**src/source/axim_params.svh**
```systemverilog
`ifndef AXIM_PARAMS_SVH
`define AXIM_PARAMS_SVH

// Byte address width on the AXI side
`define AXIM_ADDR_W 32

// One beat is one data word
`define AXIM_DATA_W 32

// Strobe width follows the data width
`define AXIM_STRB_W (`AXIM_DATA_W / 8)

// Transfer size counter, in bytes
`define AXIM_XFER_W 32

// Longest burst the master will issue, in beats
`define AXIM_MAX_BURST 16

`endif

```
**src/source/axim_pkg.sv**
```systemverilog
`include "axim_params.svh"

package axim_pkg;

   typedef logic [`AXIM_ADDR_W-1:0] axi_addr_t;
   typedef logic [`AXIM_DATA_W-1:0] axi_data_t;
   typedef logic [`AXIM_STRB_W-1:0] axi_strb_t;
   // AXI encoding, beats minus one
   typedef logic [7:0]              axi_len_t;
   typedef logic [`AXIM_XFER_W-1:0] xfer_size_t;

   // Shared by AW and AR
   typedef struct packed {
      axi_addr_t addr;
      axi_len_t  len;
   } axi_ax_t;

   typedef struct packed {
      axi_data_t data;
      axi_strb_t strb;
      logic      last;
   } axi_w_t;

   typedef struct packed {
      axi_data_t data;
      logic      last;
   } axi_r_t;

   typedef enum logic [2:0] {
      IDLE,
      RD_ADDR,
      RD_DATA,
      WR_ADDR,
      WR_DATA,
      WR_RESP
   } ctrl_state_e;

endpackage

```
**src/source/axim_ctrl_fsm.sv**
```systemverilog
`timescale 1ns/1ps

module axim_ctrl_fsm (
   input  logic clk,
   input  logic arst_n_i,
   input  logic ctrl_rstart_i,
   input  logic ctrl_wstart_i,
   input  logic ctrl_wstrb_msk_en_i,
   input  logic last_burst_i,
   input  logic rd_burst_end_i,
   input  logic wr_burst_end_i,
   input  logic arready_i,
   input  logic awready_i,
   input  logic bvalid_i,
   output logic arvalid_o,
   output logic awvalid_o,
   output logic bready_o,
   output logic addr_load_o,
   output logic addr_step_o,
   output logic load_wr_o,
   output logic rd_en_o,
   output logic wr_en_o,
   output logic msk_en_o,
   output logic ctrl_rdone_o,
   output logic ctrl_wdone_o
);

   axim_pkg::ctrl_state_e state_q;
   axim_pkg::ctrl_state_e state_d;

   logic rd_pend_q;
   logic wr_pend_q;
   logic msk_pend_q;
   logic msk_q;
   logic rdone_q;
   logic wdone_q;

   logic rd_req;
   logic wr_req;
   logic take_rd;
   logic take_wr;
   logic rd_finish;
   logic wr_finish;

   // A start in this very cycle counts as pending already
   assign rd_req  = rd_pend_q | ctrl_rstart_i;
   assign wr_req  = wr_pend_q | ctrl_wstart_i;

   // Read wins when both are waiting
   assign take_rd = (state_q == axim_pkg::IDLE) & rd_req;
   assign take_wr = (state_q == axim_pkg::IDLE) & ~rd_req & wr_req;

   assign rd_finish = (state_q == axim_pkg::RD_DATA) & rd_burst_end_i & last_burst_i;
   assign wr_finish = (state_q == axim_pkg::WR_RESP) & bvalid_i & last_burst_i;

   assign addr_load_o = take_rd | take_wr;
   assign load_wr_o   = take_wr;

   // Next burst only once the current one is fully closed
   assign addr_step_o = ((state_q == axim_pkg::RD_DATA) & rd_burst_end_i & ~last_burst_i) |
                        ((state_q == axim_pkg::WR_RESP) & bvalid_i & ~last_burst_i);

   assign arvalid_o = (state_q == axim_pkg::RD_ADDR);
   assign awvalid_o = (state_q == axim_pkg::WR_ADDR);
   assign bready_o  = (state_q == axim_pkg::WR_RESP);
   assign rd_en_o   = (state_q == axim_pkg::RD_DATA);
   assign wr_en_o   = (state_q == axim_pkg::WR_DATA);
   assign msk_en_o  = msk_q;

   assign ctrl_rdone_o = rdone_q;
   assign ctrl_wdone_o = wdone_q;

   always_comb begin
      state_d = state_q;
      case (state_q)
         axim_pkg::IDLE: begin
            if (take_rd) begin
               state_d = axim_pkg::RD_ADDR;
            end else if (take_wr) begin
               state_d = axim_pkg::WR_ADDR;
            end
         end
         axim_pkg::RD_ADDR: begin
            if (arready_i) begin
               state_d = axim_pkg::RD_DATA;
            end
         end
         axim_pkg::RD_DATA: begin
            if (rd_burst_end_i) begin
               state_d = last_burst_i ? axim_pkg::IDLE : axim_pkg::RD_ADDR;
            end
         end
         axim_pkg::WR_ADDR: begin
            if (awready_i) begin
               state_d = axim_pkg::WR_DATA;
            end
         end
         axim_pkg::WR_DATA: begin
            if (wr_burst_end_i) begin
               state_d = axim_pkg::WR_RESP;
            end
         end
         axim_pkg::WR_RESP: begin
            if (bvalid_i) begin
               state_d = last_burst_i ? axim_pkg::IDLE : axim_pkg::WR_ADDR;
            end
         end
         default: begin
            state_d = axim_pkg::IDLE;
         end
      endcase
   end

   always_ff @(posedge clk or negedge arst_n_i) begin
      if (!arst_n_i) begin
         state_q    <= axim_pkg::IDLE;
         rd_pend_q  <= 1'b0;
         wr_pend_q  <= 1'b0;
         msk_pend_q <= 1'b0;
         msk_q      <= 1'b0;
         rdone_q    <= 1'b0;
         wdone_q    <= 1'b0;
      end else begin
         state_q   <= state_d;
         rd_pend_q <= rd_req & ~take_rd;
         wr_pend_q <= wr_req & ~take_wr;
         // Mask enable belongs to the request, so keep it with the pending write
         if (ctrl_wstart_i) begin
            msk_pend_q <= ctrl_wstrb_msk_en_i;
         end
         if (take_wr) begin
            msk_q <= ctrl_wstart_i ? ctrl_wstrb_msk_en_i : msk_pend_q;
         end
         rdone_q <= rd_finish;
         wdone_q <= wr_finish;
      end
   end

endmodule

```
**src/source/axim_burst_addr.sv**
```systemverilog
`timescale 1ns/1ps
`include "axim_params.svh"

module axim_burst_addr (
   input  logic                 clk,
   input  logic                 arst_n_i,
   input  logic                 addr_load_i,
   input  logic                 addr_step_i,
   input  logic                 load_wr_i,
   input  axim_pkg::axi_addr_t  ctrl_baseaddr_i,
   input  axim_pkg::axi_addr_t  ctrl_raddr_offset_i,
   input  axim_pkg::axi_addr_t  ctrl_waddr_offset_i,
   input  axim_pkg::xfer_size_t ctrl_rxfer_size_i,
   input  axim_pkg::xfer_size_t ctrl_wxfer_size_i,
   output axim_pkg::axi_ax_t    cur_ax_o,
   output logic                 last_burst_o
);

   localparam int unsigned BEAT_BYTES  = `AXIM_DATA_W / 8;
   localparam int unsigned BEAT_SHIFT  = $clog2(BEAT_BYTES);
   localparam int unsigned BURST_BYTES = `AXIM_MAX_BURST * BEAT_BYTES;

   axim_pkg::axi_addr_t  addr_q;
   axim_pkg::xfer_size_t remain_q;
   axim_pkg::xfer_size_t burst_bytes;

   // Whatever is left fits in one burst
   assign last_burst_o = (remain_q <= axim_pkg::xfer_size_t'(BURST_BYTES));
   assign burst_bytes  = last_burst_o ? remain_q : axim_pkg::xfer_size_t'(BURST_BYTES);

   assign cur_ax_o = '{
      addr: addr_q,
      len:  axim_pkg::axi_len_t'((burst_bytes >> BEAT_SHIFT) - 1'b1)
   };

   always_ff @(posedge clk) begin
      if (addr_load_i) begin
         addr_q <= ctrl_baseaddr_i + (load_wr_i ? ctrl_waddr_offset_i : ctrl_raddr_offset_i);
      end else if (addr_step_i) begin
         addr_q <= addr_q + axim_pkg::axi_addr_t'(BURST_BYTES);
      end
   end

   always_ff @(posedge clk or negedge arst_n_i) begin
      if (!arst_n_i) begin
         remain_q <= '0;
      end else if (addr_load_i) begin
         remain_q <= load_wr_i ? ctrl_wxfer_size_i : ctrl_rxfer_size_i;
      end else if (addr_step_i) begin
         remain_q <= remain_q - burst_bytes;
      end
   end

endmodule

```
**src/source/axim_rd_path.sv**
```systemverilog
`timescale 1ns/1ps

module axim_rd_path (
   input  logic                clk,
   input  logic                arst_n_i,
   input  logic                rd_en_i,
   input  logic                last_burst_i,
   input  axim_pkg::axi_r_t    r_i,
   input  logic                rvalid_i,
   output logic                rready_o,
   output axim_pkg::axi_data_t rd_tdata_o,
   output logic                rd_tvalid_o,
   output logic                rd_tlast_o,
   input  logic                rd_tready_i,
   output logic                rd_burst_end_o
);

   logic r_fire;

   // Consumer back-pressure goes straight onto R
   assign rready_o    = rd_en_i & rd_tready_i;
   assign rd_tvalid_o = rd_en_i & rvalid_i;
   assign rd_tdata_o  = r_i.data;

   // Only the final burst's rlast ends the stream
   assign rd_tlast_o  = rd_tvalid_o & r_i.last & last_burst_i;

   assign r_fire         = rvalid_i & rready_o;
   assign rd_burst_end_o = r_fire & r_i.last;

endmodule

```
**src/source/axim_wr_path.sv**
```systemverilog
`timescale 1ns/1ps

module axim_wr_path (
   input  logic                clk,
   input  logic                arst_n_i,
   input  logic                wr_en_i,
   input  logic                msk_en_i,
   input  axim_pkg::axi_len_t  burst_len_i,
   input  axim_pkg::axi_data_t wr_tdata_i,
   input  axim_pkg::axi_strb_t wr_tstrb_msk_i,
   input  logic                wr_tvalid_i,
   output logic                wr_tready_o,
   output axim_pkg::axi_w_t    w_o,
   output logic                wvalid_o,
   input  logic                wready_i,
   output logic                wr_burst_end_o
);

   axim_pkg::axi_len_t beat_cnt_q;
   logic               beat_last;
   logic               w_fire;

   assign beat_last = (beat_cnt_q == burst_len_i);

   assign wvalid_o    = wr_en_i & wr_tvalid_i;
   // W stalls reach the producer unchanged
   assign wr_tready_o = wr_en_i & wready_i;

   // Without mask enable every byte lane is written
   assign w_o = '{
      data: wr_tdata_i,
      strb: msk_en_i ? wr_tstrb_msk_i : '1,
      last: beat_last
   };

   assign w_fire         = wvalid_o & wready_i;
   assign wr_burst_end_o = w_fire & beat_last;

   always_ff @(posedge clk or negedge arst_n_i) begin
      if (!arst_n_i) begin
         beat_cnt_q <= '0;
      end else if (w_fire) begin
         if (beat_last) begin
            beat_cnt_q <= '0;
         end else begin
            beat_cnt_q <= beat_cnt_q + 1'b1;
         end
      end
   end

endmodule

```
**src/source/v_mem_subsystem.sv**
```systemverilog
`timescale 1ns/1ps

module v_mem_subsystem (
   input  logic                 clk,
   input  logic                 arst_n_i,
   // Core side
   input  axim_pkg::axi_addr_t  ctrl_baseaddr_i,
   input  logic                 ctrl_rstart_i,
   input  axim_pkg::axi_addr_t  ctrl_raddr_offset_i,
   input  axim_pkg::xfer_size_t ctrl_rxfer_size_i,
   output logic                 ctrl_rdone_o,
   output axim_pkg::axi_data_t  rd_tdata_o,
   output logic                 rd_tvalid_o,
   output logic                 rd_tlast_o,
   input  logic                 rd_tready_i,
   input  logic                 ctrl_wstart_i,
   input  axim_pkg::axi_addr_t  ctrl_waddr_offset_i,
   input  axim_pkg::xfer_size_t ctrl_wxfer_size_i,
   input  logic                 ctrl_wstrb_msk_en_i,
   output logic                 ctrl_wdone_o,
   input  axim_pkg::axi_data_t  wr_tdata_i,
   input  axim_pkg::axi_strb_t  wr_tstrb_msk_i,
   input  logic                 wr_tvalid_i,
   output logic                 wr_tready_o,
   // AXI master
   output axim_pkg::axi_ax_t    aw_o,
   output logic                 awvalid_o,
   input  logic                 awready_i,
   output axim_pkg::axi_w_t     w_o,
   output logic                 wvalid_o,
   input  logic                 wready_i,
   input  logic                 bvalid_i,
   output logic                 bready_o,
   output axim_pkg::axi_ax_t    ar_o,
   output logic                 arvalid_o,
   input  logic                 arready_i,
   input  axim_pkg::axi_r_t     r_i,
   input  logic                 rvalid_i,
   output logic                 rready_o
);

   logic              addr_load;
   logic              addr_step;
   logic              load_wr;
   logic              last_burst;
   logic              rd_en;
   logic              wr_en;
   logic              msk_en;
   logic              rd_burst_end;
   logic              wr_burst_end;
   axim_pkg::axi_ax_t cur_ax;

   // Only one burst is ever open, so AW and AR share the generator
   assign aw_o = cur_ax;
   assign ar_o = cur_ax;

   axim_ctrl_fsm ctrl_fsm_i (
      .clk                 (clk),
      .arst_n_i            (arst_n_i),
      .ctrl_rstart_i       (ctrl_rstart_i),
      .ctrl_wstart_i       (ctrl_wstart_i),
      .ctrl_wstrb_msk_en_i (ctrl_wstrb_msk_en_i),
      .last_burst_i        (last_burst),
      .rd_burst_end_i      (rd_burst_end),
      .wr_burst_end_i      (wr_burst_end),
      .arready_i           (arready_i),
      .awready_i           (awready_i),
      .bvalid_i            (bvalid_i),
      .arvalid_o           (arvalid_o),
      .awvalid_o           (awvalid_o),
      .bready_o            (bready_o),
      .addr_load_o         (addr_load),
      .addr_step_o         (addr_step),
      .load_wr_o           (load_wr),
      .rd_en_o             (rd_en),
      .wr_en_o             (wr_en),
      .msk_en_o            (msk_en),
      .ctrl_rdone_o        (ctrl_rdone_o),
      .ctrl_wdone_o        (ctrl_wdone_o)
   );

   axim_burst_addr burst_addr_i (
      .clk                 (clk),
      .arst_n_i            (arst_n_i),
      .addr_load_i         (addr_load),
      .addr_step_i         (addr_step),
      .load_wr_i           (load_wr),
      .ctrl_baseaddr_i     (ctrl_baseaddr_i),
      .ctrl_raddr_offset_i (ctrl_raddr_offset_i),
      .ctrl_waddr_offset_i (ctrl_waddr_offset_i),
      .ctrl_rxfer_size_i   (ctrl_rxfer_size_i),
      .ctrl_wxfer_size_i   (ctrl_wxfer_size_i),
      .cur_ax_o            (cur_ax),
      .last_burst_o        (last_burst)
   );

   axim_rd_path rd_path_i (
      .clk            (clk),
      .arst_n_i       (arst_n_i),
      .rd_en_i        (rd_en),
      .last_burst_i   (last_burst),
      .r_i            (r_i),
      .rvalid_i       (rvalid_i),
      .rready_o       (rready_o),
      .rd_tdata_o     (rd_tdata_o),
      .rd_tvalid_o    (rd_tvalid_o),
      .rd_tlast_o     (rd_tlast_o),
      .rd_tready_i    (rd_tready_i),
      .rd_burst_end_o (rd_burst_end)
   );

   axim_wr_path wr_path_i (
      .clk            (clk),
      .arst_n_i       (arst_n_i),
      .wr_en_i        (wr_en),
      .msk_en_i       (msk_en),
      .burst_len_i    (cur_ax.len),
      .wr_tdata_i     (wr_tdata_i),
      .wr_tstrb_msk_i (wr_tstrb_msk_i),
      .wr_tvalid_i    (wr_tvalid_i),
      .wr_tready_o    (wr_tready_o),
      .w_o            (w_o),
      .wvalid_o       (wvalid_o),
      .wready_i       (wready_i),
      .wr_burst_end_o (wr_burst_end)
   );

endmodule

```
**config.mk**
```make
export PLATFORM = sky130hd
export DESIGN_NAME = v_mem_subsystem
export DESIGN_NICKNAME = d
export VERILOG_FILES = /design/src/source/axim_pkg.sv /design/src/source/axim_ctrl_fsm.sv /design/src/source/axim_burst_addr.sv /design/src/source/axim_rd_path.sv /design/src/source/axim_wr_path.sv /design/src/source/v_mem_subsystem.sv
export VERILOG_INCLUDE_DIRS = /design/src /design/src/source
export SDC_FILE = /design/constraint.sdc
export NUM_CORES = 1
export LEC_CHECK = 0
export BUFFER_PORTS_ARGS = -buffer_cell sky130_fd_sc_hd__buf_2
export CAP_MARGIN = 20
export CORE_AREA = 2 2 153 155
export DETAILED_ROUTE_END_ITERATION = 7
export DIE_AREA = 0 0 155 157
export RECOVER_POWER = 50
export SYNTH_ARGS = -nofsm -noshare
export SYNTH_HDL_FRONTEND = slang
export SYNTH_SLANG_ARGS = --single-unit
```
**constraint.sdc**
```tcl
create_clock -name clk -period 11 [get_ports clk]
set_clock_uncertainty 0.05 [all_clocks]
set_input_delay 1.1 -clock clk [delete_from_list [all_inputs] [get_ports clk]]
set_output_delay 1.1 -clock clk [all_outputs]
set_load 0.005 [all_outputs]
```
==> summary.md <==
| Metric | Value |
|---|---|
| CP Cell Sequence | `buf_2 -> or2_2 -> nor3_2 -> buf_4 -> mux2_2 -> ha_1 -> inv_1 -> fa_1 -> nand2b_1 -> a21oi_1 -> o2111ai_1 -> and3_1 -> o41ai_1 -> a211oi_1 -> xor2_1 -> o21ai_0` |
| Vias in the first global route | `6918` |
| Min cycle time layout | `between 5 and 6 ns` |
| Gate Count Post-Synth | `950` |
| Tot GR Track Use | `0.1908` |
| Largest net degree at the start of global routing | `68` |
| HP Class | `flop to flop` |
| Sw power | `967.5 µW` |
| # resized after CTS | `0` |
| RSZ-0062 raised after global routing | `false` |
| Share of post-route cells with drive strength above 1 | `0.2963` |
| Total number of vias | `7382` |
| DP Cell Count | `between 1000 and 1500` |
| DRC Markers | `0` |
| P per Cell Area | `229.7 nW/µm²` |
| Placer congestion estimate | `0.8485` |
| Filler instances | `2367` |
| Seq/Total Area, Yosys | `0.2748` |
| Antenna violations before repair | `0` |
| CTS tree | `done` |
| Clock root cell | `clkbuf_16` |
| Seq pwr share | `0.331` |
| Die height | `157 µm` |
| Clock sink count | `81` |
| Cell Int Power | `approximately 1100 µW` |
| Setup bufs post-CTS | `0` |
| Setup WS pre-CTS | `5.250 ns` |
| Row cnt | `55` |
| Slew HR | `-0.9270` |
| Yosys reg bits | `between 80 and 90` |
| Final WS setup | `roughly 5.6 ns` |
| FFs w/ async S/R, synth | `0.6049` |
| Port Buf Inserts | `271` |
| Main synth FF type | `dfrtp_1` |
| Switch share | `0.4652` |
| Antenna cells | `0` |
| Clock buffer depth | `2` |
| Worst skew pair latency | `0.35 ns` |
| Critical Path AT | `5.39 ns` |
| Slowest stage delay, CP | `0.74 ns` |
| Syn avg cell area | `between 8 and 9 µm²` |
| Setup Viol. Count Final | `0` |
| Gate power share | `0.531` |
| Critical path's slowest cell | `o41ai_1` |
| Ports | `400` |
| Drt wl/cell | `17.00 µm` |
| CP Capture Type | `flop` |
| Nets | `1379` |
| Layout Utilization | `0.4023` |
| Routed vias/inst | `about 5.3` |
| Status | `complete, but fails checks` |
| Worst-Margin Slew | `2.890 ns` |
| First-pass GRT wire length | `36680 µm` |
| Final ANT Viol Nets | `0` |
| Fmax | `~0.19 GHz` |
| TNS Setup | `0 ns` |
| Peak VDD IR | `0.0001223 V` |
| Total Die Area | `24340 µm²` |
| Initial cell density of the core | `0.3536` |
| Power share of the clock group | `0.138` |
| Initial detailed-routing violation count | `422` |
| Worst Path Required | `11.02 ns` |
| Commonest cells after routing, fill and taps aside | `buf_2 (242), nand2_1 (88), nor2_1 (80)` |
| Critical path startpoint category | `input pin` |
| CP Max Fanout | `38` |
| Register area | `2187 µm²` |
| Tcrit/Tclk final | `0.4880` |
| Number of synthesized flops with an enable pin | `32` |
| Violated checks | `max-capacitance violations, max-slew violations` |
| Non-Filler Instances | `1392` |
| Max Cap Viol | `1` |
| Die width | `155 µm` |
| Core area | `roughly 23000 µm²` |
| Mapped cell area | `around 8000 µm²` |
| HPWL Detailed | `between 15000 and 20000 µm` |
| Overflow after GRT | `0` |
| Total iterations of the first detailed-routing run | `5` |
| Final hold vios | `0` |
| WHS | `0.4443 ns` |
| Most common cell after layout, fill and taps aside | `buf_2` |
| Hold buffers post-CTS | `0` |
| Yosys warning total | `0` |
| Post-synthesis cell type count | `80` |
| Static leakage | `0.004020 µW` |
| Reg clk slew, reported paths | `approximately 0.060 ns` |
| Routed wire length | `23660 µm` |
| Synthesized net count | `1227` |
| Slew Viols, Final | `50` |
| Htree depth | `3` |
| Multi-input logic area | `about 4800 µm²` |
| CP Class | `input pin to flop` |
| TritonCTS buffer count | `9` |
| P&R area growth vs syn | `13.77%` |
-- power groups by stage --
stage               combinational (µW)  sequential [µW]  clock, µW
floorplan                          848              633          0
global placement                  1110              689          0
detailed placement                1120              693          0
CTS                               1130              688        296
global route                      1240              713        305
finish                            1100              688        287
-- registers in the layout, summed over array words and instances (netlist names) --
| register | count |
|---|---|
| ctrl_fsm_i.msk_en_o | 1 |
| ctrl_fsm_i.state_q | 3 |
| ctrl_fsm_i.rd_pend_q | 1 |
| ctrl_fsm_i.wr_pend_q | 1 |
| wr_path_i.beat_cnt_q | 8 |
| ctrl_fsm_i.ctrl_rdone_o | 1 |
| burst_addr_i.addr_q | 32 |
| ctrl_fsm_i.msk_pend_q | 1 |
| ctrl_fsm_i.ctrl_wdone_o | 1 |
| burst_addr_i.remain_q | 32 |
-- cell type report --
cell class	count	area share
multi-input combinational	710	0.5272
sequential	81	0.2416
timing repair buffer	282	0.1545
tap	285	0.03939
clock buffer	10	0.02529
inverter	18	0.007463
clock inverter	6	0.004561
-- synthesized netlist by cell type (all sizes together) (12+ instances only) --
cell	instances	share of area
a211oi	12	0.012
a21o	15	0.014
a21oi	51	0.032
a22oi	17	0.016
a31oi	14	0.011
and3	15	0.012
buf	113	0.10
clkbuf	28	0.013
dfrtp	49	0.15
edfxtp	32	0.12
ha	35	0.055
inv	18	0.0085
mux2	36	0.051
nand2	88	0.042
nand2b	13	0.010
nand3	22	0.014
nand4	13	0.011
nor2	83	0.041
nor3	27	0.018
nor4	19	0.021
o21ai	56	0.035
o22ai	17	0.013
or3	12	0.010
xnor2	31	0.035
xor2	28	0.031
-- worst paths after layout --
| check | to | startpoint | slack (ns) | cells after the start |
|---|---|---|---|---|
| setup / recovery | burst_addr_i.addr_q[22] | ctrl_rstart_i | 5.63 | 16 |
| hold / removal | ctrl_fsm_i.msk_pend_q | ctrl_fsm_i.msk_pend_q | 0.44 | 1 |
| setup reg to reg | burst_addr_i.addr_q[22] | ctrl_fsm_i.state_q[2] | 5.69 | 15 |
| hold reg to reg | ctrl_fsm_i.msk_pend_q | ctrl_fsm_i.msk_pend_q | 0.44 | 1 |
| max in group asynchronous | ctrl_fsm_i.wr_pend_q | arst_n_i | 7.52 | 2 |
| min in group asynchronous | wr_path_i.beat_cnt_q[7] | arst_n_i | 1.71 | 2 |
-- metrics by stage --
| stage | total power [µW] | area [µm²] |
|---|---|---|
| after floorplan | 1480 | 7958 |
| after global placement | 1803 | 8822 |
| after detailed placement | 1817 | 8833 |
| after CTS | 2114 | 9104 |
| after global routing | 2254 | 9054 |
| final | 2080 | 9054 |
-- worst max-delay path: cells and delay by family --
family	cells	cell delay, ns
adders and majority gates	2	0.59
AOI/OAI and AO/OA	5	1.55
buffers and inverters	3	0.62
and+or+nand+nor	4	1.08
muxes	1	0.25
xor gates and xnor gates	1	0.16
-- kinds of logic after synthesis --
kind of cell             Yosys count  synth area share
AND/OR/NAND/NOR                  331            0.2178
AO/OA/AOI/OAI                    243            0.2009
buffers and inverters            159            0.1261
flip-flops                        81            0.2748
other                              1         0.0004712
multiplexers                      40           0.05645
XOR/XNOR                          59           0.06588
adder cells (fa/ha/maj)           36           0.05755
-- per-layer routing --
metal,GRT usage,up-vias,routed length [µm]
met2,0.3369,254,11790
met4,0.06614,0,491
met3,0.02368,32,1241
li1,-,3694,-
met5,0,-,0
met1,0.2405,3402,10140
Power figures use the tool's default switching activity.
